File: config.mk
export PLATFORM = sky130hd
export DESIGN_NAME = vram_arbiter
export DESIGN_NICKNAME = d
export VERILOG_FILES = /design/src/hdl/video_pkg.sv /design/src/hdl/vram_bus_pkg.sv /design/src/hdl/vram_arbiter.sv
export VERILOG_INCLUDE_DIRS = /design/src /design/src/include
export SDC_FILE = /design/constraint.sdc
export NUM_CORES = 1
export LEC_CHECK = 0
export BUFFER_PORTS_ARGS = -buffer_cell sky130_fd_sc_hd__buf_2
export CORE_MARGIN = 3
export CORE_UTILIZATION = 25
export CTS_CLUSTER_DIAMETER = 50
export CTS_CLUSTER_SIZE = 28
export DETAILED_ROUTE_END_ITERATION = 8
export GPL_TIMING_DRIVEN = 0
export PLACE_DENSITY = 0.81
export SLEW_MARGIN = 5
export SYNTH_ARGS = -nofsm -noshare
export SYNTH_HDL_FRONTEND = slang
export SYNTH_SLANG_ARGS = --single-unit
File: constraint.sdc
create_clock -name clk -period 1.1 [get_ports clk]
set_clock_uncertainty 0.1 [all_clocks]
set_input_delay 0.11 -clock clk [delete_from_list [all_inputs] [get_ports clk]]
set_output_delay 0.11 -clock clk [all_outputs]
set_load 0.03 [all_outputs]
File: src/include/char_params.svh
//####################################################################
// Video geometry, character RAM size and table bases for the text layer
// Include wherever one of these constants is needed
//####################################################################
`ifndef CHAR_PARAMS_SVH
`define CHAR_PARAMS_SVH

`define CHAR_VRAM_AW      11      // 2K words of 16 bits
`define CHAR_H_TOTAL      384     // Pixels per line incl. blanking
`define CHAR_V_TOTAL      262     // Lines per frame
`define CHAR_H_ACTIVE     320
`define CHAR_V_ACTIVE     224
`define CHAR_ROW_SLOT     8       // hdump[8:4] of the row scroll read
`define CHAR_ROWSCR_BASE  5'h1f   // Top address bits of row scroll table
`define CHAR_COLSCR_BASE  5'h1e   // Top address bits of column scroll table
`define CHAR_PXL_LAG      16      // Tile fetch to pixel output, in pixels
`define CHAR_FLIP_OFFSET  9'ha3   // Horizontal position reflection

`endif

File: src/hdl/video_pkg.sv
//####################################################################
// Video side types shared by the scan engine and the top level
// Import where a line slot or a pixel word is handled
//####################################################################
`default_nettype none

package video_pkg;

    // What the scan engine reads from the RAM in a pixel
    typedef enum logic [1:0] {
        SLOT_TILE   = 2'd0,
        SLOT_ROWSCR = 2'd1,
        SLOT_COLSCR = 2'd2
    } line_slot_t;

    // Character pixel word, attribute bits on top
    typedef struct packed {
        logic       prio;      // Priority over the background
        logic [2:0] pal;       // Palette select
        logic [2:0] colour;    // One bit from each plane
    } char_pxl_t;

endpackage

`default_nettype wire

File: src/hdl/vram_bus_pkg.sv
//####################################################################
// Types for the shared character RAM bus
// Used by the CPU port and the arbiter
//####################################################################
`default_nettype none

package vram_bus_pkg;

    typedef enum logic [1:0] {
        OP_READ  = 2'd0,
        OP_WRITE = 2'd1
    } vram_op_t;

    // Owner of the last RAM cycle
    typedef enum logic [1:0] {
        ARB_IDLE  = 2'd0,
        ARB_VIDEO = 2'd1,
        ARB_CPU   = 2'd2
    } arb_state_t;

endpackage

`default_nettype wire

File: src/hdl/vram_arbiter.sv
//####################################################################
// Shares the character RAM between the scan engine and the CPU port
// Scan reads always win, the CPU waits for a free clock
//####################################################################
`timescale 1ns/10ps
`default_nettype none
`include "char_params.svh"

module vram_arbiter (
    input  wire                          clk,
    input  wire                          rst,
    input  wire                          scan_req,
    input  wire  [`CHAR_VRAM_AW-1:0]     scan_addr,
    input  wire  video_pkg::line_slot_t  scan_slot,
    input  wire                          cpu_req,
    input  wire  vram_bus_pkg::vram_op_t cpu_op,
    input  wire  [`CHAR_VRAM_AW-1:0]     cpu_addr,
    input  wire  [15:0]                  cpu_wdata,
    input  wire  [1:0]                   cpu_be,
    output logic                         cpu_gnt,
    output logic [`CHAR_VRAM_AW-1:0]     ram_addr,
    output logic [15:0]                  ram_wdata,
    output logic [1:0]                   ram_we
);
    import vram_bus_pkg::*;
    import video_pkg::*;

    arb_state_t state;    // Who owns the data coming back now

    // No grant right after a CPU cycle so one request gets one grant
    assign cpu_gnt   = cpu_req && !scan_req && state != ARB_CPU;
    assign ram_addr  = scan_req ? scan_addr : cpu_addr;
    assign ram_wdata = cpu_wdata;
    assign ram_we    = (cpu_gnt && cpu_op == OP_WRITE) ? cpu_be : 2'b00;

    always_ff @(posedge clk or posedge rst) begin
        if (rst)
            state <= ARB_IDLE;
        else if (scan_req)
            state <= ARB_VIDEO;
        else if (cpu_gnt)
            state <= ARB_CPU;
        else
            state <= ARB_IDLE;
    end

    a_no_gnt_on_scan: assert property (@(posedge clk) disable iff (rst)
        scan_req |-> !cpu_gnt);
    a_scan_read_only: assert property (@(posedge clk) disable iff (rst)
        scan_req |-> ram_we == 2'b00);
    // Scroll slots must land inside the scroll tables of the RAM map
    a_scroll_addr: assert property (@(posedge clk) disable iff (rst)
        (scan_req && scan_slot != SLOT_TILE) |->
        scan_addr[10:6] inside {`CHAR_ROWSCR_BASE, `CHAR_COLSCR_BASE});

endmodule

`default_nettype wire

* After elaboration in Yosys (flattened, before gate mapping) *
Index checks and enable logic that the tools add are counted.

storage, ports and cells
  bits in registers = 2
  input bits = 48
  word-level logic and storage cells = 11

cells by class
  equal/unequal tests = 2
  muxes and demuxes = 4
  reduce and logical (&&, ||, !) cells = 4

operators with widths
  operator                                                                count
  11-bit 2-to-1 mux                                                       1
  2-bit 2-to-1 mux                                                        3
  1-bit logical AND                                                       3
  2-bit by 1-bit equality test with 1-bit output (second input constant)  1
  2-bit inequality test (second input constant)                           1
  1-bit zero test                                                         1

* Depth between registers and ports, before layout *
  word-level depth = 5
  gate-level depth with buffers = 3
  depth with buffers taken out = 2

* Worst setup path after synthesis *
Ideal clock, no wire load.

  kind = reg2out
  from = register state[1]
  to = output port cpu_gnt
  arrival time = 1.261 ns
  required time = 0.890 ns
  slack = -0.371 ns
  cell stages (with the launch flop) = 3
  cell sequence = dfrtp_1 -> nor2b_1 -> nor3b_1

between the ends
  word-level cells in the longest chain between the ends = 2

ends and longest elaborated chain
  what                    RTL line            RTL
  start, declared         vram_arbiter.sv:28  arb_state_t state;
  start signal, assigned  vram_arbiter.sv:38  state <= ARB_IDLE;
  start signal, assigned  vram_arbiter.sv:40  state <= ARB_VIDEO;
  start signal, assigned  vram_arbiter.sv:42  state <= ARB_CPU;
  2-bit inequality test   vram_arbiter.sv:31  assign cpu_gnt = cpu_req && !scan_req && state != ARB_CPU;
  1-bit logical AND       vram_arbiter.sv:31
  end, declared           vram_arbiter.sv:20  output logic cpu_gnt,

No other way between the ends.

* Worst setup path after layout *
  from = register state[1]
  to = output port ram_we[0]

between the ends
  word-level cells in the longest chain between the ends = 4

ends and longest elaborated chain
  what                   RTL line            RTL
  2-bit inequality test  vram_arbiter.sv:31
  1-bit logical AND      vram_arbiter.sv:31
  1-bit logical AND      vram_arbiter.sv:34  assign ram_we = (cpu_gnt && cpu_op == OP_WRITE) ? cpu_be : 2'b00;
  2-bit 2-to-1 mux       vram_arbiter.sv:34
  end, declared          vram_arbiter.sv:23  output logic [1:0] ram_we

No other way between the ends.

==> impl_metrics.csv <==
group,metric,value,unit
global_routing,antenna_found_initial,0,
detailed_routing,routed_wl,1.50,mm
worst_setup_path,crit_path_end_kind,"output port",
global_routing,gr-usage-all-layers,0.129,
sta,postLayoutSetupSlackWorst,-0.269,ns
global_routing,grt_pass1_wl,1.97,mm
cells_and_area,reg_top3,"state x2",
worst_setup_path,cp.required,0.89,ns
pwr,power_frac_seq,0.115,
worst_setup_path,r2r_slack,0.21,ns
yosys,syn_inst,39,
place,routabilityCongestion,0.643,
worst_setup_path,startpoint_type,"flop",
detailed_routing,drtPass1Iterations,2,
floorplan,io_pins,78,
pwr,combinationalPowerShare,0.651,
cells_and_area,largest_reg_flops,2,
global_routing,grt_pass1_vias,491,
detailed_routing,vias,520,
sta,min_period,1.37,ns
sta,setup-violations-final,3,
floorplan,die_y,47.3,µm
floorplan,core_area,1560,µm²
floorplan,die_area,2240,µm²
pwr,ir_drop,0.506,mV
sta,slew_violations,0,
place,io_buffers,59,
yosys,syn_area,427,µm²
detailed_routing,vias_per_cell,4.33,
yosys,seq_area_frac_synth,0.117,
detailed_routing,ant_nets,0,
yosys,synth.distinct_cells,12,
cells_and_area,area_delta_synth_final,116,%
hold_path,hp-class,"input port to flop",
pwr,switching_power,0.000266,W
sta,tightest_slew,0.213,ns
cells_and_area,antennaDiodeCount,0,
clock_network,clkTransAtPathRegs,0.03,ns
clock_network,cts-root-buf,"clkbuf_4",
floorplan,die_x,47.3,µm
sta,fmax,0.731,GHz
pwr,clockPowerShare,0.235,
clock_network,cts_tree,"built",
detailed_routing,wl_per_cell,12.5,µm
yosys,ys_ff_latch,2,
yosys,syn-num-nets,87,
clock_network,cts_buffers,3,
run_status,status,"finished with violations",
clock_network,clk_latency,0.23,ns
floorplan,rows,14,
worst_setup_path,cp_data_arrival_time,1.16,ns
cells_and_area,regMostFlops,"state",
job,maxCapViolations,0,
yosys,synth.avg_cell_area,10.9,µm²
clock_network,clkSinkCount,2,
sta,finalHoldViolations,0,
run_status,violations,"negative setup slack",
clock_network,h-tree-depth,1,
pwr,switching_share,0.382,
cells_and_area,fin_cells,120,
worst_setup_path,worstPathMaxFanout,4,
worst_setup_path,path_class,"flop to output port",
pwr,power-per-cell-area,755,nW/µm²
place,dp.cells,114,
sta,min_period_over_period,1.24,
pwr,p_leak,0.515,nW
cells_and_area,drive_gt1_frac,0.923,
sta,relSlewSlack,0.858,
yosys,yosysWarnings,0,
detailed_routing,drc,0,
pwr,internal_power,0.000431,W
cells_and_area,finalNetCount,154,
place,pre_cts_ws,-0.105,ns
sta,rsz0062_at_grt,"yes",
clock_network,clock_path_buffers,2,
floorplan,initial_core_util,0.274,
global_routing,grt_max_degree,6,
cells_and_area,fillCellCount,145,
global_routing,overflow,0,
detailed_routing,drtIter0Drc,3,
## repair_timing
item | CTS | global route
resized for setup | 28 | 2
pin swaps | 1 | 1
hold endpoints to repair | 3 | 0
setup buffers | 1 | 0
endpoints found under the setup margin | 9 | 14
gates cloned | 1 | 0
hold buffers | 2 | 0
## metal layers
| layer | GRT usage | vias up | wire (µm) |
|---|---|---|---|
| li1 | - | 247 | - |
| met1 | 0.0966 | 227 | 377 |
| met2 | 0.275 | 46 | 916 |
| met3 | 0.0613 | 0 | 201 |
| met4 | 0.0331 | 0 | 0 |
| met5 | 0 | - | 0 |
## final timing paths
kind,cells after the start,endpoint,startpoint
hold reg to reg,2,state[1],state[0]
setup reg to reg,2,state[1],state[0]
hold / removal,2,state[1],cpu_req
max in group asynchronous,3,state[0],rst
setup / recovery,3,ram_we[0],state[1]
min in group asynchronous,3,state[1],rst
## cells by family after synthesis
group | Yosys count | share of synthesized area
buffers and inverters | 19 | 0.364
muxes | 11 | 0.343
and+or+nand+nor | 7 | 0.176
DFF | 2 | 0.117
## worst max-delay path: stages (launching register included)
cell and delay, ns:
dfrtp_1 0.35, nor2b_4 0.15, nor4b_4 0.27, buf_6 0.17
## per-stage QoR
stage                     utilization  hold WS, ns  power, W  setup TNS, ns  cell area (µm²)
after global routing            0.592       0.0813  0.000748         -0.929              923
after global placement          0.490       -0.139  0.000461         -0.537              763
after floorplan                     -       -0.249  0.000354         -0.176              448
after CTS                       0.595       0.0765  0.000715         -0.837              927
final                           0.592       0.0809  0.000697         -0.706              923
after detailed placement        0.490       -0.135  0.000469         -0.624              763
## synthesized netlist by cell type
library cell   n  area, µm²
inv_1          1       3.75
buf_6          1       11.3
dfrtp_1        2       50.1
nor4b_2        1       15.0
mux2_2         5       56.3
nor3b_1        2       15.0
nor2b_1        1       6.26
nand3b_1       2       15.0
buf_4         16        120
buf_12         1       20.0
mux2_4         6       90.1
nor4b_4        1       23.8
## placed cells by master (no fill, tap or decap)
cell	count
nand3b_1	2
dlygate4sd3_1	2
nor4b_4	2
nor2b_4	1
clkbuf_4	3
nor3b_1	1
buf_16	1
mux2_2	5
nor3b_2	1
inv_1	1
buf_4	17
dfrtp_1	2
buf_2	44
mux2_4	6
buf_12	1
buf_6	15
## layout make-up
class / count / area, µm² / share of cell area
flip-flops and latches: 2 / 50.0 / 0.0542
plain buffers: 17 / 140 / 0.152
repair buffers: 63 / 444 / 0.481
clock buffers: 3 / 22.5 / 0.0244
multi-input cells: 18 / 243 / 0.263
well taps: 16 / 20.0 / 0.0217
inverters: 1 / 3.75 / 0.00407
## power groups by stage
stage	Combinational, W	Sequential [W]	Clock (W)
2_1_floorplan	0.000274	0.0000806	0
3_3_place_gp	0.000380	0.0000806	0
3_5_place_dp	0.000388	0.0000808	0
4_1_cts	0.000460	0.0000800	0.000175
5_1_grt	0.000480	0.0000803	0.000187
6_report	0.000454	0.0000800	0.000164
Note: power is estimated with default switching activity, not from simulation.
