==> config.mk <==
export PLATFORM = sky130hd
export DESIGN_NAME = video_timing
export DESIGN_NICKNAME = d
export VERILOG_FILES = /design/src/hdl/video_timing.sv
export VERILOG_INCLUDE_DIRS = /design/src /design/src/include
export SDC_FILE = /design/constraint.sdc
export NUM_CORES = 1
export LEC_CHECK = 0
export ABC_AREA = 1
export BUFFER_PORTS_ARGS = -buffer_cell sky130_fd_sc_hd__buf_2
export CELL_PAD_IN_SITES_DETAIL_PLACEMENT = 1
export CELL_PAD_IN_SITES_GLOBAL_PLACEMENT = 2
export CORE_ASPECT_RATIO = 1.25
export CORE_MARGIN = 2
export CORE_UTILIZATION = 31
export CTS_CLUSTER_SIZE = 16
export DETAILED_ROUTE_END_ITERATION = 6
export GPL_TIMING_DRIVEN = 0
export PLACE_DENSITY_LB_ADDON = 0.1
export SLEW_MARGIN = 10
export SYNTH_ARGS = -nofsm -noshare
export SYNTH_HDL_FRONTEND = slang
export SYNTH_SLANG_ARGS = --single-unit
==> constraint.sdc <==
create_clock -name clk -period 3.2 [get_ports clk]
set_input_delay 0.32 -clock clk [delete_from_list [all_inputs] [get_ports clk]]
set_output_delay 0.32 -clock clk [all_outputs]
set_load 0.01 [all_outputs]
==> src/include/char_params.svh <==
//####################################################################
// Video geometry, character RAM size and table bases for the text layer
// Include wherever one of these constants is needed
//####################################################################
`ifndef CHAR_PARAMS_SVH
`define CHAR_PARAMS_SVH

`define CHAR_VRAM_AW      11      // 2K words of 16 bits
`define CHAR_H_TOTAL      384     // Pixels per line incl. blanking
`define CHAR_V_TOTAL      262     // Lines per frame
`define CHAR_H_ACTIVE     320
`define CHAR_V_ACTIVE     224
`define CHAR_ROW_SLOT     8       // hdump[8:4] of the row scroll read
`define CHAR_ROWSCR_BASE  5'h1f   // Top address bits of row scroll table
`define CHAR_COLSCR_BASE  5'h1e   // Top address bits of column scroll table
`define CHAR_PXL_LAG      16      // Tile fetch to pixel output, in pixels
`define CHAR_FLIP_OFFSET  9'ha3   // Horizontal position reflection

`endif

==> src/hdl/video_timing.sv <==
//####################################################################
// Pixel enables plus horizontal and vertical counters
// clk runs at four times the pixel rate
//####################################################################
`timescale 1ns/10ps
`default_nettype none
`include "char_params.svh"

module video_timing (
    input  wire        clk,
    input  wire        rst,
    output logic       pxl2_cen,
    output logic       pxl_cen,
    output logic [8:0] hdump,
    output logic [8:0] vdump,
    output logic [8:0] vrender,
    output logic       hblank
);
    logic [1:0] phase;    // Clock position within a pixel

    always_ff @(posedge clk or posedge rst) begin
        if (rst) begin
            phase    <= 2'd0;
            pxl2_cen <= 1'b0;
            pxl_cen  <= 1'b0;
        end else begin
            phase    <= phase + 2'd1;
            pxl2_cen <= phase[0];          // Every 2nd clock
            pxl_cen  <= phase == 2'd3;     // Every 4th clock
        end
    end

    // Counters step once per pixel
    always_ff @(posedge clk or posedge rst) begin
        if (rst) begin
            hdump <= 9'd0;
            vdump <= 9'd0;
        end else if (pxl_cen) begin
            if (hdump == 9'(`CHAR_H_TOTAL - 1)) begin
                hdump <= 9'd0;
                if (vdump == 9'(`CHAR_V_TOTAL - 1))
                    vdump <= 9'd0;         // New frame
                else
                    vdump <= vdump + 9'd1;
            end else begin
                hdump <= hdump + 9'd1;
            end
        end
    end

    // Line being prepared for the next scan
    assign vrender = (vdump == 9'(`CHAR_V_TOTAL - 1)) ? 9'd0 : vdump + 9'd1;
    assign hblank  = hdump >= 9'(`CHAR_H_ACTIVE);

endmodule

`default_nettype wire

# ---- Word-level counts from Yosys, hierarchy flattened
# Cells that the tools add are included.
dict set report classes {
  addsub 3
  order_cmp 1
  eq_ne 3
  n_mux 2
  reduce_logical 1
}
# cell count
set ops {}
lappend ops {{9-bit by 1-bit adder with 9-bit output, second input constant} 2}
lappend ops {{9-bit equality test, second input constant} 2}
lappend ops {{9-bit 2-to-1 mux} 2}
lappend ops {{9-bit greater-or-equal comparator, second input constant} 1}
lappend ops {{2-bit by 1-bit adder with 2-bit output, second input constant} 1}
lappend ops {{2-bit equality test, second input constant} 1}
lappend ops {{2-bit AND reduction} 1}
dict set report word_totals {
  reg_bits 22
  elab_cells 15
}

# ---- Depth between registers and ports, before layout
# Gate-level depths: netlist of the first run.
dict set report depth {
  word_depth 2
  ltp_mapped 9
  ltp_nobuf 9
}

# ---- Worst setup path before layout of the first run
# OpenSTA, ideal clock, no wires.
dict set report synth_timing {
  path_kind {register -> output}
  startpoint {reg vdump[0]}
  endpoint {out vrender[6]}
  t_arrival_ps 1211
  required_ps 2880
  slack_ps 1669
  stages_incl_launch_ff 7
  n_path_buf 0
  cell_sequence {dfrtp_1 ha_1 nand2_1 inv_1 nand2_1 o21ai_0 and2_1}
}
dict set report synth_via {
  elab_chain_len 2
  elab_cells_between_ends 3
  cone_classes {1 x add/sub; 1 x eq/ne; 1 x mux}
}
# item line
set synth_rtl {}
lappend synth_rtl {{from (decl)} video_timing.sv:15} ;# output logic [8:0] vdump,
lappend synth_rtl {{from (signal assigned)} video_timing.sv:44} ;# vdump <= vdump + 9'd1;
lappend synth_rtl {{9-bit by 1-bit adder with 9-bit output / 9-bit equality test (equally long branches)} video_timing.sv:52} ;# assign vrender = (vdump == 9'(`CHAR_V_TOTAL - 1)) ? 9'd0 : vdump + 9'd1;
lappend synth_rtl {{9-bit 2-to-1 mux (*)} video_timing.sv:52}
lappend synth_rtl {{to (decl)} video_timing.sv:16} ;# output logic [8:0] vrender,
# Mark *: on every way between the ends. The rest lies on a longest branch, timed or not.

# ---- Final worst setup path of the first run
# Same ends and word-level chain as after synthesis.

==> results of run 1 <==
-- registers in the layout, summed over array words and instances, names as in the netlist --
register / cells
vdump: 9
hdump: 9
pxl2_cen: 1
pxl_cen: 1
phase: 2
-- power by group --
group / internal (uW) / leakage, uW / switching [uW]
Combinational: 0.496 / 0.000592 / 5.60
Sequential: 278 / 0.000294 / 0
Clock: 167 / 0.0000357 / 93.0
Total: 445 / 0.000922 / 98.6
-- path summary, 6_finish.rpt --
path | startpoint | endpoint | slack, ns | cells after the start
min | rst | pxl2_cen | 0.23 | 2
max | vdump[0] | vrender[6] | 1.16 | 7
min reg2reg | phase[0] | pxl2_cen | 0.42 | 0
max reg2reg | vdump[0] | vdump[6] | 1.76 | 7
min in group clk | phase[0] | pxl2_cen | 0.42 | 0
max in group asynchronous | rst | hdump[7] | 2.43 | 2
-- cell type report --
| type | instances | area (um^2) |
|---|---|---|
| Fill cell | 503 | 2290 |
| Multi-Input combinational cell | 108 | 574 |
| Sequential cell | 22 | 551 |
| Timing Repair Buffer | 31 | 155 |
| Inverter | 29 | 109 |
| Tap cell | 54 | 67.6 |
| Clock buffer | 3 | 41.3 |
| Clock inverter | 1 | 30.0 |
| Buffer | 2 | 26.3 |
-- stage by stage --
step / util / setup slack [ns] / instance area [um^2] / cells
floorplan: - / 1.67 / 1260 / 161
global placement: 0.385 / 1.49 / 1480 / 246
detailed placement: 0.385 / 1.45 / 1480 / 246
CTS: 0.404 / 1.13 / 1550 / 250
global route: 0.404 / 0.955 / 1550 / 250
finish: 0.404 / 1.16 / 1550 / 250
-- critical path, delay by kind of cell (launching register included) --
kind | cells | cell delay [ns]
flip-flops | 1 | 0.46
AND/OR/NAND/NOR | 3 | 0.31
buffers and inverters | 2 | 0.26
AO/OA/AOI/OAI | 1 | 0.22
adder cells (fa/ha/maj) | 1 | 0.21
-- cell families (layout without fill, tap and decap cells) --
group / Yosys count / in the layout
DFF: 22 / 22
and+or+nand+nor: 84 / 84
AOI/OAI and AO/OA: 15 / 15
xor gates and xnor gates: 4 / 4
buffers and inverters: 31 / 66
adders and majority gates: 5 / 5
-- routing by layer --
| metal | vias up | wire (um) |
|---|---|---|
| met5 | - | 0 |
| met4 | 0 | 22 |
| met3 | 2 | 90 |
| met2 | 17 | 1660 |
| met1 | 542 | 1260 |
| li1 | 565 | - |
-- cell usage in the layout (no fill, tap or decap), drive strengths merged --
cell type  count
bufinv         1
nand3         13
nand2         44
xor2           3
nor2          20
inv           29
nor3           1
buf           33
a31oi          1
a21oi          1
o21ai         13
clkbuf         3
xnor2          1
and2           2
ha             5
dfrtp         22
nand4          3
nand3b         1
==> reports/metrics.csv, run 1 <==
stage;metric;value;unit
clocking;CTS Hold Bufs;0;
synth;Synth Area in Compound Gates;0.0606;
synth;sequential share of the synthesized area;0.437;
die;die area;4590;um^2
sta;RSZ-0062 raised after global routing;false;
synth;Synth Area in Simple Gates;0.318;
placed_design;DP HPWL;2.44;mm
synth;number of synthesized register bits;22;
grt;antenna violations before repair;0;
sta;Fmax;489;MHz
route;WL final;3.03;mm
die;die height;75.3;um
sta;Worst Max-Slew Pin Slew;0.865;ns
route;wire length per cell;12.1;um
clocking;TritonCTS clock tree;yes;
pwr;Pwr Density;350;nW/um^2
clocking;H-tree depth;1;
worst_setup_path;Critical Path Max Stage Delay;0.46;ns
synth;Synth Warn #;0;
synth;Most used DFF post-synth;dfrtp_1;
synth;top cells by area in the synthesized netlist;dfrtp_1, nand2_1, inv_1;
die;Die Span X;61.0;um
sta;min cycle time layout;2.04;ns
clocking;post-CTS setup buffers;0;
sta;hold_ws;0.228;ns
synth;Post-synth EDFFs;0;
pwr;Leak;0.000922;uW
pwr;Tot Pwr;544;uW
route;remaining antenna violation count after routing;0;
synth;commonest cells in the netlist;nand2_1, inv_1, dfrtp_1;
synth;Syn Std Cell Area;1260;um^2
grt;met2 usage;0.272;
synth;Netlist cell types;24;
synth;Synth Area in XOR/XNOR;0.0278;
sta;final setup violation count;0;
grt;met3 track demand over resource;0.0206;
worst_setup_path;crit end category;output pin;
route;DR DRC count;0;
pwr;Peak VDD IR;0.164;mV
worst_setup_path;most used cell, CP;nand2_1;
synth;Synth top area share;0.437;
clocking;TritonCTS sink count;22;
synth;main combinational cell family by area after synthesis;simple AND/OR/NAND/NOR gates;
worst_setup_path;CP required;2.88;ns
worst_setup_path;kind of critical path;flip-flop to output pin;
clocking;Num CTS Buffers;3;
hold_path;hold crit path type;primary input to asynchronous set/reset pin;
layout;Area growth syn-to-layout;23.3;%
clocking;CTS Buffer Depth;2;
synth;synthesized instance count;161;
clocking;clk slew on worst S/H paths;0.09;ns
clocking;post-cts repair resize count;0;
route;Iter 0 DRT Violations;9;
grt;All-Layer GR Usage;0.146;
worst_setup_path;Worst Path Max Fanout;6;
synth;top-count cell post-synth;nand2_1;
worst_setup_path;critical-path cell list;ha_1 -> nand2_1 -> inv_1 -> nand2_1 -> o21ai_0 -> and2_1 -> buf_2;
grt;grt ovf;0;
worst_setup_path;startpoint type of the worst setup path;flip-flop;
sta;Fin Clk Skew;0.00444;ns
synth;mux cell area share after synthesis;0;
placed_design;Port Buf Inserts;31;
die;num rows;25;
clocking;CTS root buffer;clkbuf_8;
route;Via Count;1126;
synth;Yosys top cell by area;dfrtp_1;
job;max_cap viols;0;
sta;fin crit share;0.639;
synth;Synthesized Nets;168;
die;effective utilization at floorplan;0.327;
clocking;later-pin clock latency in the skew report;0.26;ns
synth;ys async rst share;1.00;
grt;Top Usage Layer GRT;met2;
die;# IOs;32;
grt;largest net degree at the start of global routing;23;
sta;Hold Vio Cnt, Final;0;
placed_design;Placer Congestion;0.723;
route;DRT Pass-1 Iters;2;
die;core area;3850;um^2
worst_setup_path;CP max stage cell;dfrtp_1;
sta;Final Max Slew Viols;0;
sta;Fin Setup TNS;0;ns
sta;slew margin rel.;0.423;
grt;M1 GR Usage;0.172;
worst_setup_path;crit path DAT;1.72;ns
route;routed vias/inst;4.50;
grt;first-pass GRT wire length;5.04;mm
layout;layout cells sized above 1;0.235;
status;outcome;finished clean;
layout;Final Net Count;204;
layout;Ant. Diodes;0;
synth;Mean Syn Cell Area;7.83;um^2
grt;number of global-route vias before repair;1099;
synth;fraction of the mapped netlist area in adder cells;0.0497;
(Power assumes the default switching activity.)
==> inputs of run 2 (changes only) <==
- CORE_UTILIZATION: 31 -> 26
- clock period: 3.2 -> 1.8 ns (I/O delays scaled with it)
==> reports/metrics.csv, run 2 (same netlist as run 1, synthesis figures left out) <==
stage;metric;value;unit;change
pwr;Pwr Density;604;nW/um^2;+73%
worst_setup_path;CP required;1.62;ns;-1.26 ns
layout;register area;551;um^2;unchanged
layout;area of the multi-input gates;601;um^2;+4.6%
route;DR DRC count;0;;unchanged
clocking;TritonCTS clock tree;yes;;
placed_design;Placer Congestion;0.734;;+1.6%
clocking;Num CTS Buffers;3;;unchanged
die;# IOs;32;;unchanged
worst_setup_path;kind of critical path;flip-flop to output pin;;
layout;layout cells sized above 1;0.302;;+0.0668
sta;Fmax;583;MHz;
placed_design;DP HPWL;2.48;mm;+1.6%
worst_setup_path;startpoint type of the worst setup path;flip-flop;;
status;outcome;finished clean;;
clocking;CTS Buffer Depth;2;;unchanged
route;WL final;3.20;mm;+5.5%
sta;Fin Clk Skew;0.00619;ns;+0.00175 ns
grt;first-pass GRT wire length;5.42;mm;+7.7%
hold_path;hold crit path type;primary input to asynchronous set/reset pin;;
placed_design;Placement Setup Slack;0.217;ns;-1.23 ns
route;DRT Pass-1 Iters;4;;+2
layout;most common cell after layout, fill and taps aside;nand2_1;;
die;die area;5420;um^2;+18%
route;remaining antenna violation count after routing;0;;unchanged
layout;final instance area;1610;um^2;+3.6%
route;Iter 0 DRT Violations;28;;+19
pwr;Tot Pwr;972;uW;+79%
sta;final setup violation count;0;;unchanged
die;effective utilization at floorplan;0.268;;-0.0591
placed_design;Port Buf Inserts;31;;unchanged
worst_setup_path;Worst R2R Path Depth;8;;+1
die;num rows;28;;+12%
pwr;Leak;0.000934;uW;+1.3%
worst_setup_path;crit end category;output pin;;
grt;number of global-route vias before repair;1195;;+8.7%
sta;min cycle time layout;1.71;ns;
sta;Worst Max-Slew Pin Slew;0.885;ns;+0.0201 ns
clocking;clk slew on worst S/H paths;0.09;ns;about the same
route;routed vias/inst;4.34;;-3.6%
route;wire length per cell;12.3;um;+1.8%
grt;All-Layer GR Usage;0.131;;-0.0150
sta;Final Max Slew Viols;0;;unchanged
clocking;later-pin clock latency in the skew report;0.26;ns;about the same
pwr;Peak VDD IR;0.219;mV;+33%
sta;RSZ-0062 raised after global routing;true;;
worst_setup_path;crit path DAT;1.53;ns;-0.19 ns
layout;largest registers;hdump: 9 flops, vdump: 9 flops, phase: 2 flops;;
layout;Area growth syn-to-layout;27.8;%;
clocking;TritonCTS sink count;22;;unchanged
clocking;CTS root buffer;clkbuf_8;;
grt;largest net degree at the start of global routing;23;;unchanged
worst_setup_path;Reg2Reg Setup Slack;0.39;ns;-1.37 ns
clocking;CTS Hold Bufs;0;;unchanged
job;max_cap viols;0;;unchanged
worst_setup_path;RR Startpoint;hdump[1];;
worst_setup_path;Worst Path Max Fanout;5;;-1
worst_setup_path;R2R Path End;vdump[1];;
layout;Util after Layout;0.343;;-0.0609
die;core area;4690;um^2;+22%
route;Via Count;1124;;-0.18%
die;Die Span X;66.3;um;+8.6%
layout;Final Net Count;207;;+1.5%
layout;Ant. Diodes;0;;unchanged
grt;antenna violations before repair;0;;unchanged
layout;number of fill cells;603;;+20%
sta;worst setup margin;0.0857;ns;-1.07 ns
sta;slew margin rel.;0.409;;-0.0134
grt;grt ovf;0;;unchanged
clocking;H-tree depth;1;;unchanged
sta;Hold Vio Cnt, Final;0;;unchanged
layout;most frequent cells in the layout;nand2_1, buf_2, inv_1, dfrtp_1, nor2_1;;
die;die height;81.8;um;+8.7%
placed_design;DP Area;1490;um^2;+0.51%
sta;fin crit share;0.952;;
[run 2: layout make-up]
| class | count | share of cell area |
|---|---|---|
| Timing Repair Buffer | 34 | 0.110 |
| Inverter | 29 | 0.0676 |
| Buffer | 2 | 0.0163 |
| Multi-Input combinational cell | 108 | 0.373 |
| Clock inverter | 1 | 0.0186 |
| Tap cell | 60 | 0.0466 |
| Sequential cell | 22 | 0.342 |
| Clock buffer | 3 | 0.0256 |
[run 2: repair_timing]
item,CTS,global route
buffers inserted,1,2
pin swaps,0,2
cloned,0,0
gates resized for setup,2,10
setup endpoints to repair,1,7
[run 2: where the power goes]
part	switching (uW)	total [uW]	internal, uW
Combinational	10.0	10.9	0.868
Clock	171	468	297
Sequential	0	494	494
[run 2: critical path: stages, from the launching register on]
cell     delay (ns)
dfrtp_1        0.42
ha_2           0.22
nand2_2        0.07
inv_2          0.11
nand2_2        0.07
o21ai_2        0.15
and2_1         0.13
buf_2          0.12
[run 2: stage by stage]
step | hold WS [ns] | TNS [ns] | instances
final | 0.0868 | 0 | 259
after global routing | 0.165 | -0.0956 | 259
after CTS | 0.134 | 0 | 257
after detailed placement | 0.409 | 0 | 252
after global placement | 0.388 | 0 | 252
after floorplan | 0.169 | 0 | 161
[run 2: how the worst max path moves through the flow]
stage,slack [ns],end,from
after global placement,0.22,vrender[6],vdump[0]
final,0.09,vrender[6],vdump[1]
after floorplan,0.41,vrender[6],vdump[0]
after detailed placement,0.22,vrender[6],vdump[0]
after CTS,0.002,vrender[3],vdump[1]
after global routing,-0.04,vrender[6],vdump[1]
[run 2: routing by layer]
metal | wire (um) | share of wire | global-route usage | vias to the layer above
met3 | 84 | 0.026 | 0.0123 | 2
met1 | 1370 | 0.43 | 0.147 | 535
met2 | 1700 | 0.53 | 0.249 | 17
met4 | 41 | 0.013 | 0.0551 | 0
li1 | - | - | - | 570
met5 | 0 | 0 | 0 | -
