**config.mk**
```make
export PLATFORM = sky130hd
export DESIGN_NAME = char_scan
export DESIGN_NICKNAME = d
export VERILOG_FILES = /design/src/hdl/video_pkg.sv /design/src/hdl/char_scan.sv
export VERILOG_INCLUDE_DIRS = /design/src /design/src/include
export SDC_FILE = /design/constraint.sdc
export NUM_CORES = 1
export LEC_CHECK = 0
export BUFFER_PORTS_ARGS = -buffer_cell sky130_fd_sc_hd__buf_2
export CAP_MARGIN = 30
export CORE_MARGIN = 5
export CORE_UTILIZATION = 35
export DETAILED_ROUTE_END_ITERATION = 16
export GPL_ROUTABILITY_DRIVEN = 0
export HOLD_SLACK_MARGIN = 0.03
export PLACE_DENSITY = 0.7
export RECOVER_POWER = 100
export SYNTH_ARGS = -nofsm -noshare
export SYNTH_HDL_FRONTEND = slang
export SYNTH_SLANG_ARGS = --single-unit
```
**constraint.sdc**
```tcl
create_clock -name clk -period 2.46 [get_ports clk]
set_input_delay 0.246 -clock clk [delete_from_list [all_inputs] [get_ports clk]]
set_output_delay 0.246 -clock clk [all_outputs]
set_load 0.01 [all_outputs]
```
**src/include/char_params.svh**
```systemverilog
//####################################################################
// Video geometry, character RAM size and table bases for the text layer
// Include wherever one of these constants is needed
//####################################################################
`ifndef CHAR_PARAMS_SVH
`define CHAR_PARAMS_SVH

`define CHAR_VRAM_AW      11      // 2K words of 16 bits
`define CHAR_H_TOTAL      384     // Pixels per line incl. blanking
`define CHAR_V_TOTAL      262     // Lines per frame
`define CHAR_H_ACTIVE     320
`define CHAR_V_ACTIVE     224
`define CHAR_ROW_SLOT     8       // hdump[8:4] of the row scroll read
`define CHAR_ROWSCR_BASE  5'h1f   // Top address bits of row scroll table
`define CHAR_COLSCR_BASE  5'h1e   // Top address bits of column scroll table
`define CHAR_PXL_LAG      16      // Tile fetch to pixel output, in pixels
`define CHAR_FLIP_OFFSET  9'ha3   // Horizontal position reflection

`endif

```
**src/hdl/video_pkg.sv**
```systemverilog
//####################################################################
// Video side types shared by the scan engine and the top level
// Import where a line slot or a pixel word is handled
//####################################################################
`default_nettype none

package video_pkg;

    // What the scan engine reads from the RAM in a pixel
    typedef enum logic [1:0] {
        SLOT_TILE   = 2'd0,
        SLOT_ROWSCR = 2'd1,
        SLOT_COLSCR = 2'd2
    } line_slot_t;

    // Character pixel word, attribute bits on top
    typedef struct packed {
        logic       prio;      // Priority over the background
        logic [2:0] pal;       // Palette select
        logic [2:0] colour;    // One bit from each plane
    } char_pxl_t;

endpackage

`default_nettype wire

```
**src/hdl/char_scan.sv**
```systemverilog
//####################################################################
// Character scan engine
// Reads scroll tables in fixed slots, fetches tiles ahead of the beam
// and shifts out three bitplanes with their attribute
//####################################################################
`timescale 1ns/10ps
`default_nettype none
`include "char_params.svh"

module char_scan (
    input  wire                         clk,
    input  wire                         rst,
    input  wire                         pxl_cen,
    input  wire                         flip,
    input  wire  [8:0]                  hdump,
    input  wire  [8:0]                  vdump,
    input  wire  [8:0]                  vrender,
    input  wire  [8:0]                  scr1_hscan,
    input  wire  [8:0]                  scr2_hscan,
    input  wire  [15:0]                 vram_dout,
    input  wire  [23:0]                 rom_data,
    output logic                        scan_req,
    output logic [`CHAR_VRAM_AW-1:0]    scan_addr,
    output video_pkg::line_slot_t       scan_slot,
    output logic [12:0]                 rom_addr,
    output logic                        scr_start,
    output logic [9:0]                  rowscr1,
    output logic [9:0]                  rowscr2,
    output logic [8:0]                  colscr1,
    output logic [8:0]                  colscr2,
    output logic                        col_busy1,
    output logic                        col_busy2,
    output video_pkg::char_pxl_t        pxl
);
    import video_pkg::*;

    localparam logic [4:0] ROW_SLOT = 5'(`CHAR_ROW_SLOT);
    localparam logic [5:0] AHEAD    = 6'(`CHAR_PXL_LAG / 8);  // Tiles ahead

    logic [8:0]  vf, vfr, hf;     // Flipped coordinates
    logic [8:0]  hscan_mux;       // Next column of the layer in turn
    logic        row_rd, col_rd;
    logic        rd_l;            // RAM data valid this clock
    line_slot_t  slot_l;
    logic        lay_l;           // Layer of the returning read
    logic [15:0] scan;            // Last tile map entry
    logic [8:0]  code;
    logic [3:0]  attr0, attr;
    logic [23:0] pxl_data;        // Three planes of 8 pixels

    function automatic logic [7:0] plane_shift(input logic [7:0] plane,
                                               input logic right);
        return right ? plane >> 1 : plane << 1;
    endfunction

    always_ff @(posedge clk) begin
        vf  <= flip ? 9'(`CHAR_V_ACTIVE - 1) - vdump : vdump;
        vfr <= flip ? 9'(`CHAR_V_ACTIVE - 1) - vrender : vrender;  // Scroll line
        hf  <= flip ? `CHAR_FLIP_OFFSET - hdump : hdump;
    end

    assign hscan_mux = (hdump[0] ? scr2_hscan : scr1_hscan) + 9'd1;
    assign row_rd    = hdump[8:4] == ROW_SLOT && hdump[2:0] >= 3'd6;
    assign col_rd    = hdump[2:0] < 3'd6;
    assign scan_req  = pxl_cen;               // One read per pixel
    // One clock pulse, both row scroll entries already latched
    assign scr_start = pxl_cen && hdump == {ROW_SLOT + 5'd1, 4'd0};
    assign rom_addr  = {code, vf[2:0], 1'b0};

    always_comb begin
        scan_slot = SLOT_TILE;
        scan_addr = {vf[7:3], hf[8:3] + AHEAD};
        if (row_rd) begin
            scan_slot = SLOT_ROWSCR;
            scan_addr = {`CHAR_ROWSCR_BASE, vfr[7:3], hdump[3]};
        end else if (col_rd) begin
            scan_slot = SLOT_COLSCR;
            scan_addr = {`CHAR_COLSCR_BASE, hscan_mux[8:4], hdump[0]};
        end
    end

    // Scroll entries land one clock after the read
    always_ff @(posedge clk or posedge rst) begin
        if (rst) begin
            rd_l      <= 1'b0;
            slot_l    <= SLOT_TILE;
            lay_l     <= 1'b0;
            rowscr1   <= 10'd0;
            rowscr2   <= 10'd0;
            colscr1   <= 9'd0;
            colscr2   <= 9'd0;
            col_busy1 <= 1'b0;
            col_busy2 <= 1'b0;
        end else begin
            rd_l <= scan_req;
            if (scan_req) begin
                slot_l <= scan_slot;
                lay_l  <= row_rd ? hdump[3] : hdump[0];
            end
            col_busy1 <= rd_l && slot_l == SLOT_COLSCR && !lay_l;
            col_busy2 <= rd_l && slot_l == SLOT_COLSCR && lay_l;
            if (rd_l && slot_l == SLOT_ROWSCR) begin
                if (!lay_l)
                    rowscr1 <= vram_dout[9:0];
                else
                    rowscr2 <= vram_dout[9:0];
            end
            if (rd_l && slot_l == SLOT_COLSCR) begin
                if (!lay_l)
                    colscr1 <= vram_dout[8:0];
                else
                    colscr2 <= vram_dout[8:0];
            end
        end
    end

    always_ff @(posedge clk) begin
        if (rd_l && slot_l == SLOT_TILE)
            scan <= vram_dout;
    end

    // Code, then ROM data a tile later, attribute kept in step
    always_ff @(posedge clk or posedge rst) begin
        if (rst) begin
            code     <= 9'd0;
            attr0    <= 4'd0;
            attr     <= 4'd0;
            pxl_data <= 24'd0;
        end else if (pxl_cen) begin
            if (hdump[2:0] == 3'd7) begin
                code     <= {1'b0, scan[7:0]};
                attr0    <= scan[11:8];
                attr     <= attr0;
                pxl_data <= rom_data;
            end else begin
                pxl_data[23:16] <= plane_shift(pxl_data[23:16], flip);
                pxl_data[15:8]  <= plane_shift(pxl_data[15:8], flip);
                pxl_data[7:0]   <= plane_shift(pxl_data[7:0], flip);
            end
        end
    end

    assign pxl.prio   = attr[3];
    assign pxl.pal    = attr[2:0];
    assign pxl.colour = flip ? {pxl_data[16], pxl_data[8], pxl_data[0]}
                             : {pxl_data[23], pxl_data[15], pxl_data[7]};

    a_one_scroll_slot: assert property (@(posedge clk) disable iff (rst)
        $onehot0({row_rd, col_rd}));

endmodule

`default_nettype wire

```
Word level (Yosys, flattened, before mapping)

Index checks and enable logic that the tools add are counted.

Bits in read-only memories: 0
Bits in registers: 121
Memories kept: 0
Bits in writable memories: 0
Input port bits: 89
Word-level logic and storage cells: 58
Output and inout port bits: 75
Bits in latches: 0

Reductions and logical operators: 14
Bitwise logic cells: 1
Multipliers: 0
Magnitude comparators: 2
Div/mod/pow operators: 0
Equal/unequal tests: 5
Add/sub/neg operators: 5
Shift-type cells: 0
Multiplexer cells: 14

Operator list:

| cell                                                              | count |
|---|---|
| 8-bit two-way mux                                                 | 5 |
| 24-bit two-way mux                                                | 1 |
| 11-bit two-way mux                                                | 2 |
| 9-bit two-way mux                                                 | 2 |
| 8-bit subtractor, first input constant                            | 2 |
| 2-bit AND reduction                                               | 5 |
| 9-bit by 1-bit adder with 9-bit output, second input constant     | 1 |
| 9-bit by 8-bit == test with 1-bit output, second input constant   | 1 |
| 8-bit by 9-bit subtractor with 9-bit output, first input constant | 1 |
| 1-bit logical AND                                                 | 7 |
| 6-bit by 2-bit adder with 6-bit output, second input constant     | 1 |
| 5-bit by 4-bit == test with 1-bit output, second input constant   | 1 |
| 2-bit two-way mux                                                 | 2 |
| 3-bit == test, second input constant                              | 1 |
| 3-bit >= comparator, second input constant                        | 1 |
| 3-bit less-than comparator, second input constant                 | 1 |
| 3-bit two-way mux                                                 | 1 |
| 2-bit by 1-bit == test with 1-bit output, second input constant   | 1 |
| 2-bit == test, second input constant                              | 1 |
| 2-bit logical NOT                                                 | 1 |
| 1-bit logical NOT                                                 | 1 |
| 1-bit two-way mux                                                 | 1 |
| 1-bit inverter                                                    | 1 |

Longest topological paths before layout

Gate-level depths: netlist (run 1).

Depth in word-level cells: 4
Mapped depth: 6
Gate-level depth less buffers: 5

Worst setup path after synthesis (run 1)

OpenSTA, ideal clock, no wires.

Path type: input port to output port
Start: in hdump[5]
End: out scan_addr[3]
Cell stages on the path: 5
Setup slack: 0.686 ns
Arrival: 1.528 ns
Cell sequence: or4b_1 -> buf_6 -> nor2_8 -> mux2i_1 -> a211oi_1

Cells in the longest elaborated chain, start to end: 3

RTL lines:

| element                                  | RTL line        | source |
|---|---|---|
| start: declaration                       | char_scan.sv:15 | `input wire [8:0] hdump,` |
| 5-bit by 4-bit == test with 1-bit output | char_scan.sv:63 | `assign row_rd = hdump[8:4] == ROW_SLOT && hdump[2:0] >= 3'd6;` |
| 1-bit logical AND                        | char_scan.sv:63 |  |
| 11-bit two-way mux                       | char_scan.sv:73 | `if (row_rd) begin` |
| end: declaration                         | char_scan.sv:23 | `` output logic [`CHAR_VRAM_AW-1:0] scan_addr, `` |

Every way passes these cells.

Worst setup path after layout (run 1)

Start: in hdump[5]
End: out scan_addr[5]

Same word-level chain as after synthesis.

==> metrics, run 1 <==
area occupied by multi-input gates=0.00197 sq mm; CTS sink count=approximately 120; clock period minus worst slack=2130 ps; Core Region=0.0144 sq mm; CP bufs+invs=2; Total Routed Length=between 10000 and 15000 um; chip width=130 um; initial antenna violation count=0; Clock Tree Root=clkbuf_16; synthesis-to-finish area growth=28.7%; crit path DAT=approximately 1900 ps; worst-margin pin slew=between 1000 and 1500 ps; Post-synth top flop=dfrtp_1; Post-synth EDFFs=12; vias=between 3000 and 4000; number of global-route vias before repair=around 4000; RSZ-0062 raised after global routing=false; worst-path fanout max=10; fmax=approximately 470 MHz; Post-CTS Setup Inserts=0; syn avg cell area=around 12 sq um; P per Cell Area=around 820 mW/mm^2; CP max-delay cell=or4b_1; asr flop ratio synth=73.0%; Ys Warns=0; Hold Path Class=input pin to flip-flop; critical path's top delay family=simple AND/OR/NAND/NOR gates; post-layout util=roughly 46%; first-pass GRT wire length=slightly below 20000 um; # Max-Cap Violations=0; Initial Util=a little over a third; status=complete, no violations; # setup viols final=0; largest net degree at the start of global routing=85; DR vias/cell=approximately 4.9; crit start category=input pin; gr ovfl total=0; Leak=between 0.002 and 0.003 uW; antenna diode instance count=0; Die Y-Extent=130 um; io pins=164; H-tree level count=4; initial DRC count=about 160; CP required=2210 ps; buffers added on ports=~150; drt drc=0; row count=44; cell area after synthesis=0.00508 sq mm; Seq/Total Area, Yosys=roughly 56%; Synth Register Bits=~120; share of cells above drive strength 1=roughly a quarter; Pre-antenna DRT Iters=4; VDD IR max=0.328 mV; Rel. slew slack=between 20% and 30%; DR WL/cell=between 15 and 20 um; Sum Neg Setup Slack=0 ps; Final Hold Violating Endpoints=0; die area=approximately 0.017 sq mm; post-detail-place hpwl=between 8000 and 9000 um; Resized cells post-CTS=0; total track usage=around 15%; hold_buf cts=14; Setup Skew=about 8.3 ps; Clock transition at path regs=approximately 50 ps; register area=0.00284 sq mm; CTS tree=done; CP Class=input pin to output port; Max stage delay on crit path=a little over 700 ps; cts bufs inserted=17; CP cell instances=buf_2 -> or4b_1 -> nor2_8 -> mux2i_1 -> a211oi_1 -> clkbuf_1; number of library cell types mapped by synthesis=47; Clk Latency, worst-skew pair=around 410 ps; Worst setup EP type=output port; Clock Path Buffers=2; # fillers=~1400; post-layout net count=approximately 690; Slew Viols, Final=0; number of routed nets with antenna violations=0; Cells after Synth=430; post-route clock period utilization=86.4%
## registers in the layout, indices dropped and copies added, names as in the netlist, 2 cells and up
name      cells
slot_l        2
vfr           5
vf            8
rowscr1      10
colscr1       9
hf            6
code          8
attr0         4
rowscr2      10
scan         12
attr          4
colscr2       9
pxl_data     24
## logic make-up after synthesis
logic type	after synthesis	share of synthesized area [%]
and+or+nand+nor	80	8.08
buffers and inverters	59	5.15
DFF	115	56.0
adders and majority gates	4	0.985
AOI/OAI and AO/OA	75	9.88
xor gates and xnor gates	20	3.45
other	1	0.0738
muxes	76	16.4
## layout make-up
class | count | share of cell area [%]
inverters | 28 | 1.63
well taps | 184 | 3.52
repair buffers | 174 | 12.8
clock buffers | 20 | 6.83
clock inverters | 12 | 1.61
multi-input cells | 257 | 30.2
flip-flops and latches | 115 | 43.5
## cells in the mapped netlist (3+ instances only)
cell type  instances  area (sq um)
xor2_1             8          70.1
mux2i_1           17           170
buf_1              3          11.3
clkbuf_1          15          56.3
nand2_1           33           124
o21ai_0           20           100
edfxtp_1          12           360
ha_1               4          50.1
xnor2_1           12           105
nand3_1            7          35.0
mux2_2            59           664
buf_2              5          25.0
a31oi_1            6          37.5
o211ai_1          34           255
or3_1              7          43.8
nand4_1            3          18.8
inv_1             27           101
nor2_1            12          45.0
dfxtp_1           19           380
buf_4              7          52.6
nor2b_1            3          18.8
dfrtp_1           84          2100
## worst paths after layout
path / startpoint / end / slack [ps] / cells past startpoint
max in group asynchronous: rst / code[4] / 950 / 4
setup / recovery: hdump[5] / scan_addr[5] / 330 / 6
hold reg to reg: scan[9] / attr0[1] / 480 / 1
min in group asynchronous: rst / rowscr2[1] / 780 / 4
setup reg to reg: slot_l[0] / colscr1[1] / 580 / 4
hold / removal: vdump[7] / vf[7] / 50 / 2
## stage by stage
step	hold WS, ps	setup slack (ps)	cell area, sq um	cells	total power (uW)
2_1_floorplan	274	48.9	5080	431	2820
3_3_place_gp	365	380	5990	744	3150
3_5_place_dp	372	356	5990	744	3190
4_1_cts	30.4	343	6680	790	5500
5_1_grt	43.3	136	6540	790	5650
6_report	46.4	335	6540	790	5380
## layer usage
| metal | GRT usage, % | up-vias | wire (um) |
|---|---|---|---|
| met5 | 0 | - | 0 |
| met4 | 6.17 | 0 | 197 |
| met3 | 3.90 | 11 | 647 |
| met2 | 25.6 | 109 | 6460 |
| met1 | 16.9 | 1918 | 5010 |
| li1 | - | 1838 | - |
## where the power goes
part / internal, uW / switching, uW
Clock: 1410 / 861
Sequential: 2170 / 131
Combinational: 368 / 443
## cells in the final DEF, fill, tap and decap left out, types with 19 or more instances in the layout
master and n:
dfxtp_1 19, o21ai_0 21, dfrtp_1 84, inv_1 26
buf_2 66, o211ai_1 34, mux2_2 59, clkbuf_1 92
nand2_1 33
Note: power is estimated with default switching activity, not from simulation.
==> inputs of run 2 (changes only) <==
Settings changed: CORE_ASPECT_RATIO from default to 0.8.
==> run 2 against run 1 <==
The run now ends with capacitance limit, slew limit left. Clock skew is 0.60 ps lower. Final area rose by 1.3%. Non-clock buffer count up 1. Die area about the same. Flip-flop and latch count unchanged. Sequential power about the same. Count of clock-buffer cells in the layout fell by 3. Global-route usage up 0.60 points. Critical path depth fell by 1. Final cell count grew 0.13%. Largest power group is now the clock network. Highest routed layer unchanged.
==> metrics, run 2 (synthesized netlist as in run 1, its figures left out) <==
status=complete, but fails checks; violated checks=capacitance limit, slew limit; crit path from=hdump[2]; Core Region=roughly 0.014 sq mm; Sum Neg Setup Slack=0 ps; Post-CTS Setup Inserts=0; Worst setup EP type=output port; Total Routed Length=around 13000 um; worst r2r src=slot_l[0]; flop2flop setup slack=about 420 ps; Pre-antenna DRT Iters=4; row count=39; Clock Path Buffers=2; Leak=~0.0028 uW; Final Hold Violating Endpoints=0; vias=3874; min-delay src=vrender[7]; Biggest register=pxl_data; antenna diode instance count=0; CP required=about 2200 ps; most common cell after layout, fill and taps aside=clkbuf_1; most frequent cells in the layout=88 x clkbuf_1, 84 x dfrtp_1, 70 x buf_2, 59 x mux2_2, 34 x o211ai_1; post-route clock period utilization=between 80% and 90%; clock period minus worst slack=approximately 2100 ps; Die Y-Extent=around 120 um; CTS tree=done; largest net degree at the start of global routing=85; crit start category=input pin; Resized cells post-CTS=0; CP Class=input pin to output port; # fillers=~1400; cts bufs inserted=17; Clock transition at path regs=approximately 50 ps; die area=about 0.017 sq mm; area occupied by multi-input gates=just under 0.002 sq mm; buffers added on ports=152; Setup Skew=slightly below 8 ps; first-pass GRT wire length=around 20000 um; worst setup margin=between 300 and 400 ps; total power draw=between 5000 and 6000 uW; crit path DAT=about 1900 ps; worst-margin pin slew=about 1600 ps; io pins=about 160; Rel. slew slack=-5.27%; # setup viols final=0; reg-to-reg endpoint=colscr1[6]; initial antenna violation count=0; Hold Path Depth=2; P per Cell Area=just under 900 mW/mm^2; CTS sink count=between 100 and 150; fmax=between 400 and 500 MHz; RSZ-0062 raised after global routing=false; drt drc=0; post-layout net count=about 690; Initial Util=a little over a third; total track usage=roughly 15%; initial DRC count=165; synthesis-to-finish area growth=30.4%; number of routed nets with antenna violations=0; gr ovfl total=0; Slew Viols, Final=40; post-detail-place hpwl=around 9100 um; DR vias/cell=4.90; worst-path fanout max=13; share of cells above drive strength 1=27.3%; chip width=145 um; Worst Reg-to-Reg Cells=4; WHS Endpoint=vfr[7]; number of global-route vias before repair=around 4000; Hold Path Class=input pin to flip-flop; pre-CTS setup slack=approximately 350 ps; VDD IR max=slightly above 0.7 mV; Largest register FFs=24; Clk Latency, worst-skew pair=between 400 and 500 ps; Clock Tree Root=clkbuf_16; H-tree level count=4; # Max-Cap Violations=1; register area=0.00284 sq mm; DR WL/cell=~16 um; Largest regs=pxl_data (24), scan (12)
run 2: changes by cell type in the layout (fill, tap and decap cells not counted):
cell / before / now
bufinv_16: 1 / 4
clkbuf_1: 92 / 88
clkinv_4: 0 / 1
nor3_1: 3 / 4
clkbuf_8: 1 / 0
clkinv_1: 1 / 0
clkbuf_2: 1 / 0
buf_2: 66 / 70
dlygate4sd3_1: 14 / 15
nor3_2: 1 / 0
buf_4: 2 / 1
inv_8: 0 / 1
inv_4: 1 / 0
run 2: area by class of cell:
type	count	area share, %
Sequential cell	115	42.9
Multi-Input combinational cell	257	29.7
Timing Repair Buffer	175	12.8
Clock buffer	17	6.42
Tap cell	184	3.48
Clock inverter	15	3.10
Inverter	28	1.61
run 2: metal layers:
metal / global-route usage (%) / vias up / part of all wire, %
met3: 4.63 / 13 / 5.3
met2: 24.9 / 114 / 50
met4: 5.77 / 0 / 1.1
met5: 0 / - / 0
met1: 18.8 / 1893 / 44
li1: - / 1854 / -
run 2: worst max-delay path by stage:
stage / depth (start not counted) / endpoint / slack [ps]
after floorplan: 1 / attr0[0] / 50
after global placement: 6 / scan_addr[3] / 360
after detailed placement: 6 / scan_addr[3] / 350
after global routing: 5 / scan_slot[0] / 170
final: 5 / scan_slot[0] / 310
after CTS: 6 / scan_addr[3] / 340
run 2: power by group:
group          switching [uW]  internal [uW]  total [uW]
clock                     909           1700        2610
combinational             452            369         820
sequential                134           2170        2300
total                    1490           4240        5730
run 2: critical path, cell delays in order:
cell and delay (ps):
buf_2 120, and2_0 450, inv_1 350, nor3_1 500, clkbuf_1 230
run 2: what timing repair did:
action	4_1_cts	5_1_grt
setup endpoints to repair	0	0
hold endpoints to repair	98	0
hold buffers	15	0
run 2: metrics by stage:
| stage | instances | util [%] | hold slack (ps) | cell area, sq um |
|---|---|---|---|---|
| after global routing | 791 | 46.5 | 47.4 | 6620 |
| after floorplan | 431 | - | 274 | 5080 |
| after global placement | 744 | 42.1 | 367 | 5990 |
| after CTS | 791 | 47.5 | 39.0 | 6770 |
| after detailed placement | 744 | 42.1 | 377 | 5990 |
| final | 791 | 46.5 | 59.8 | 6620 |
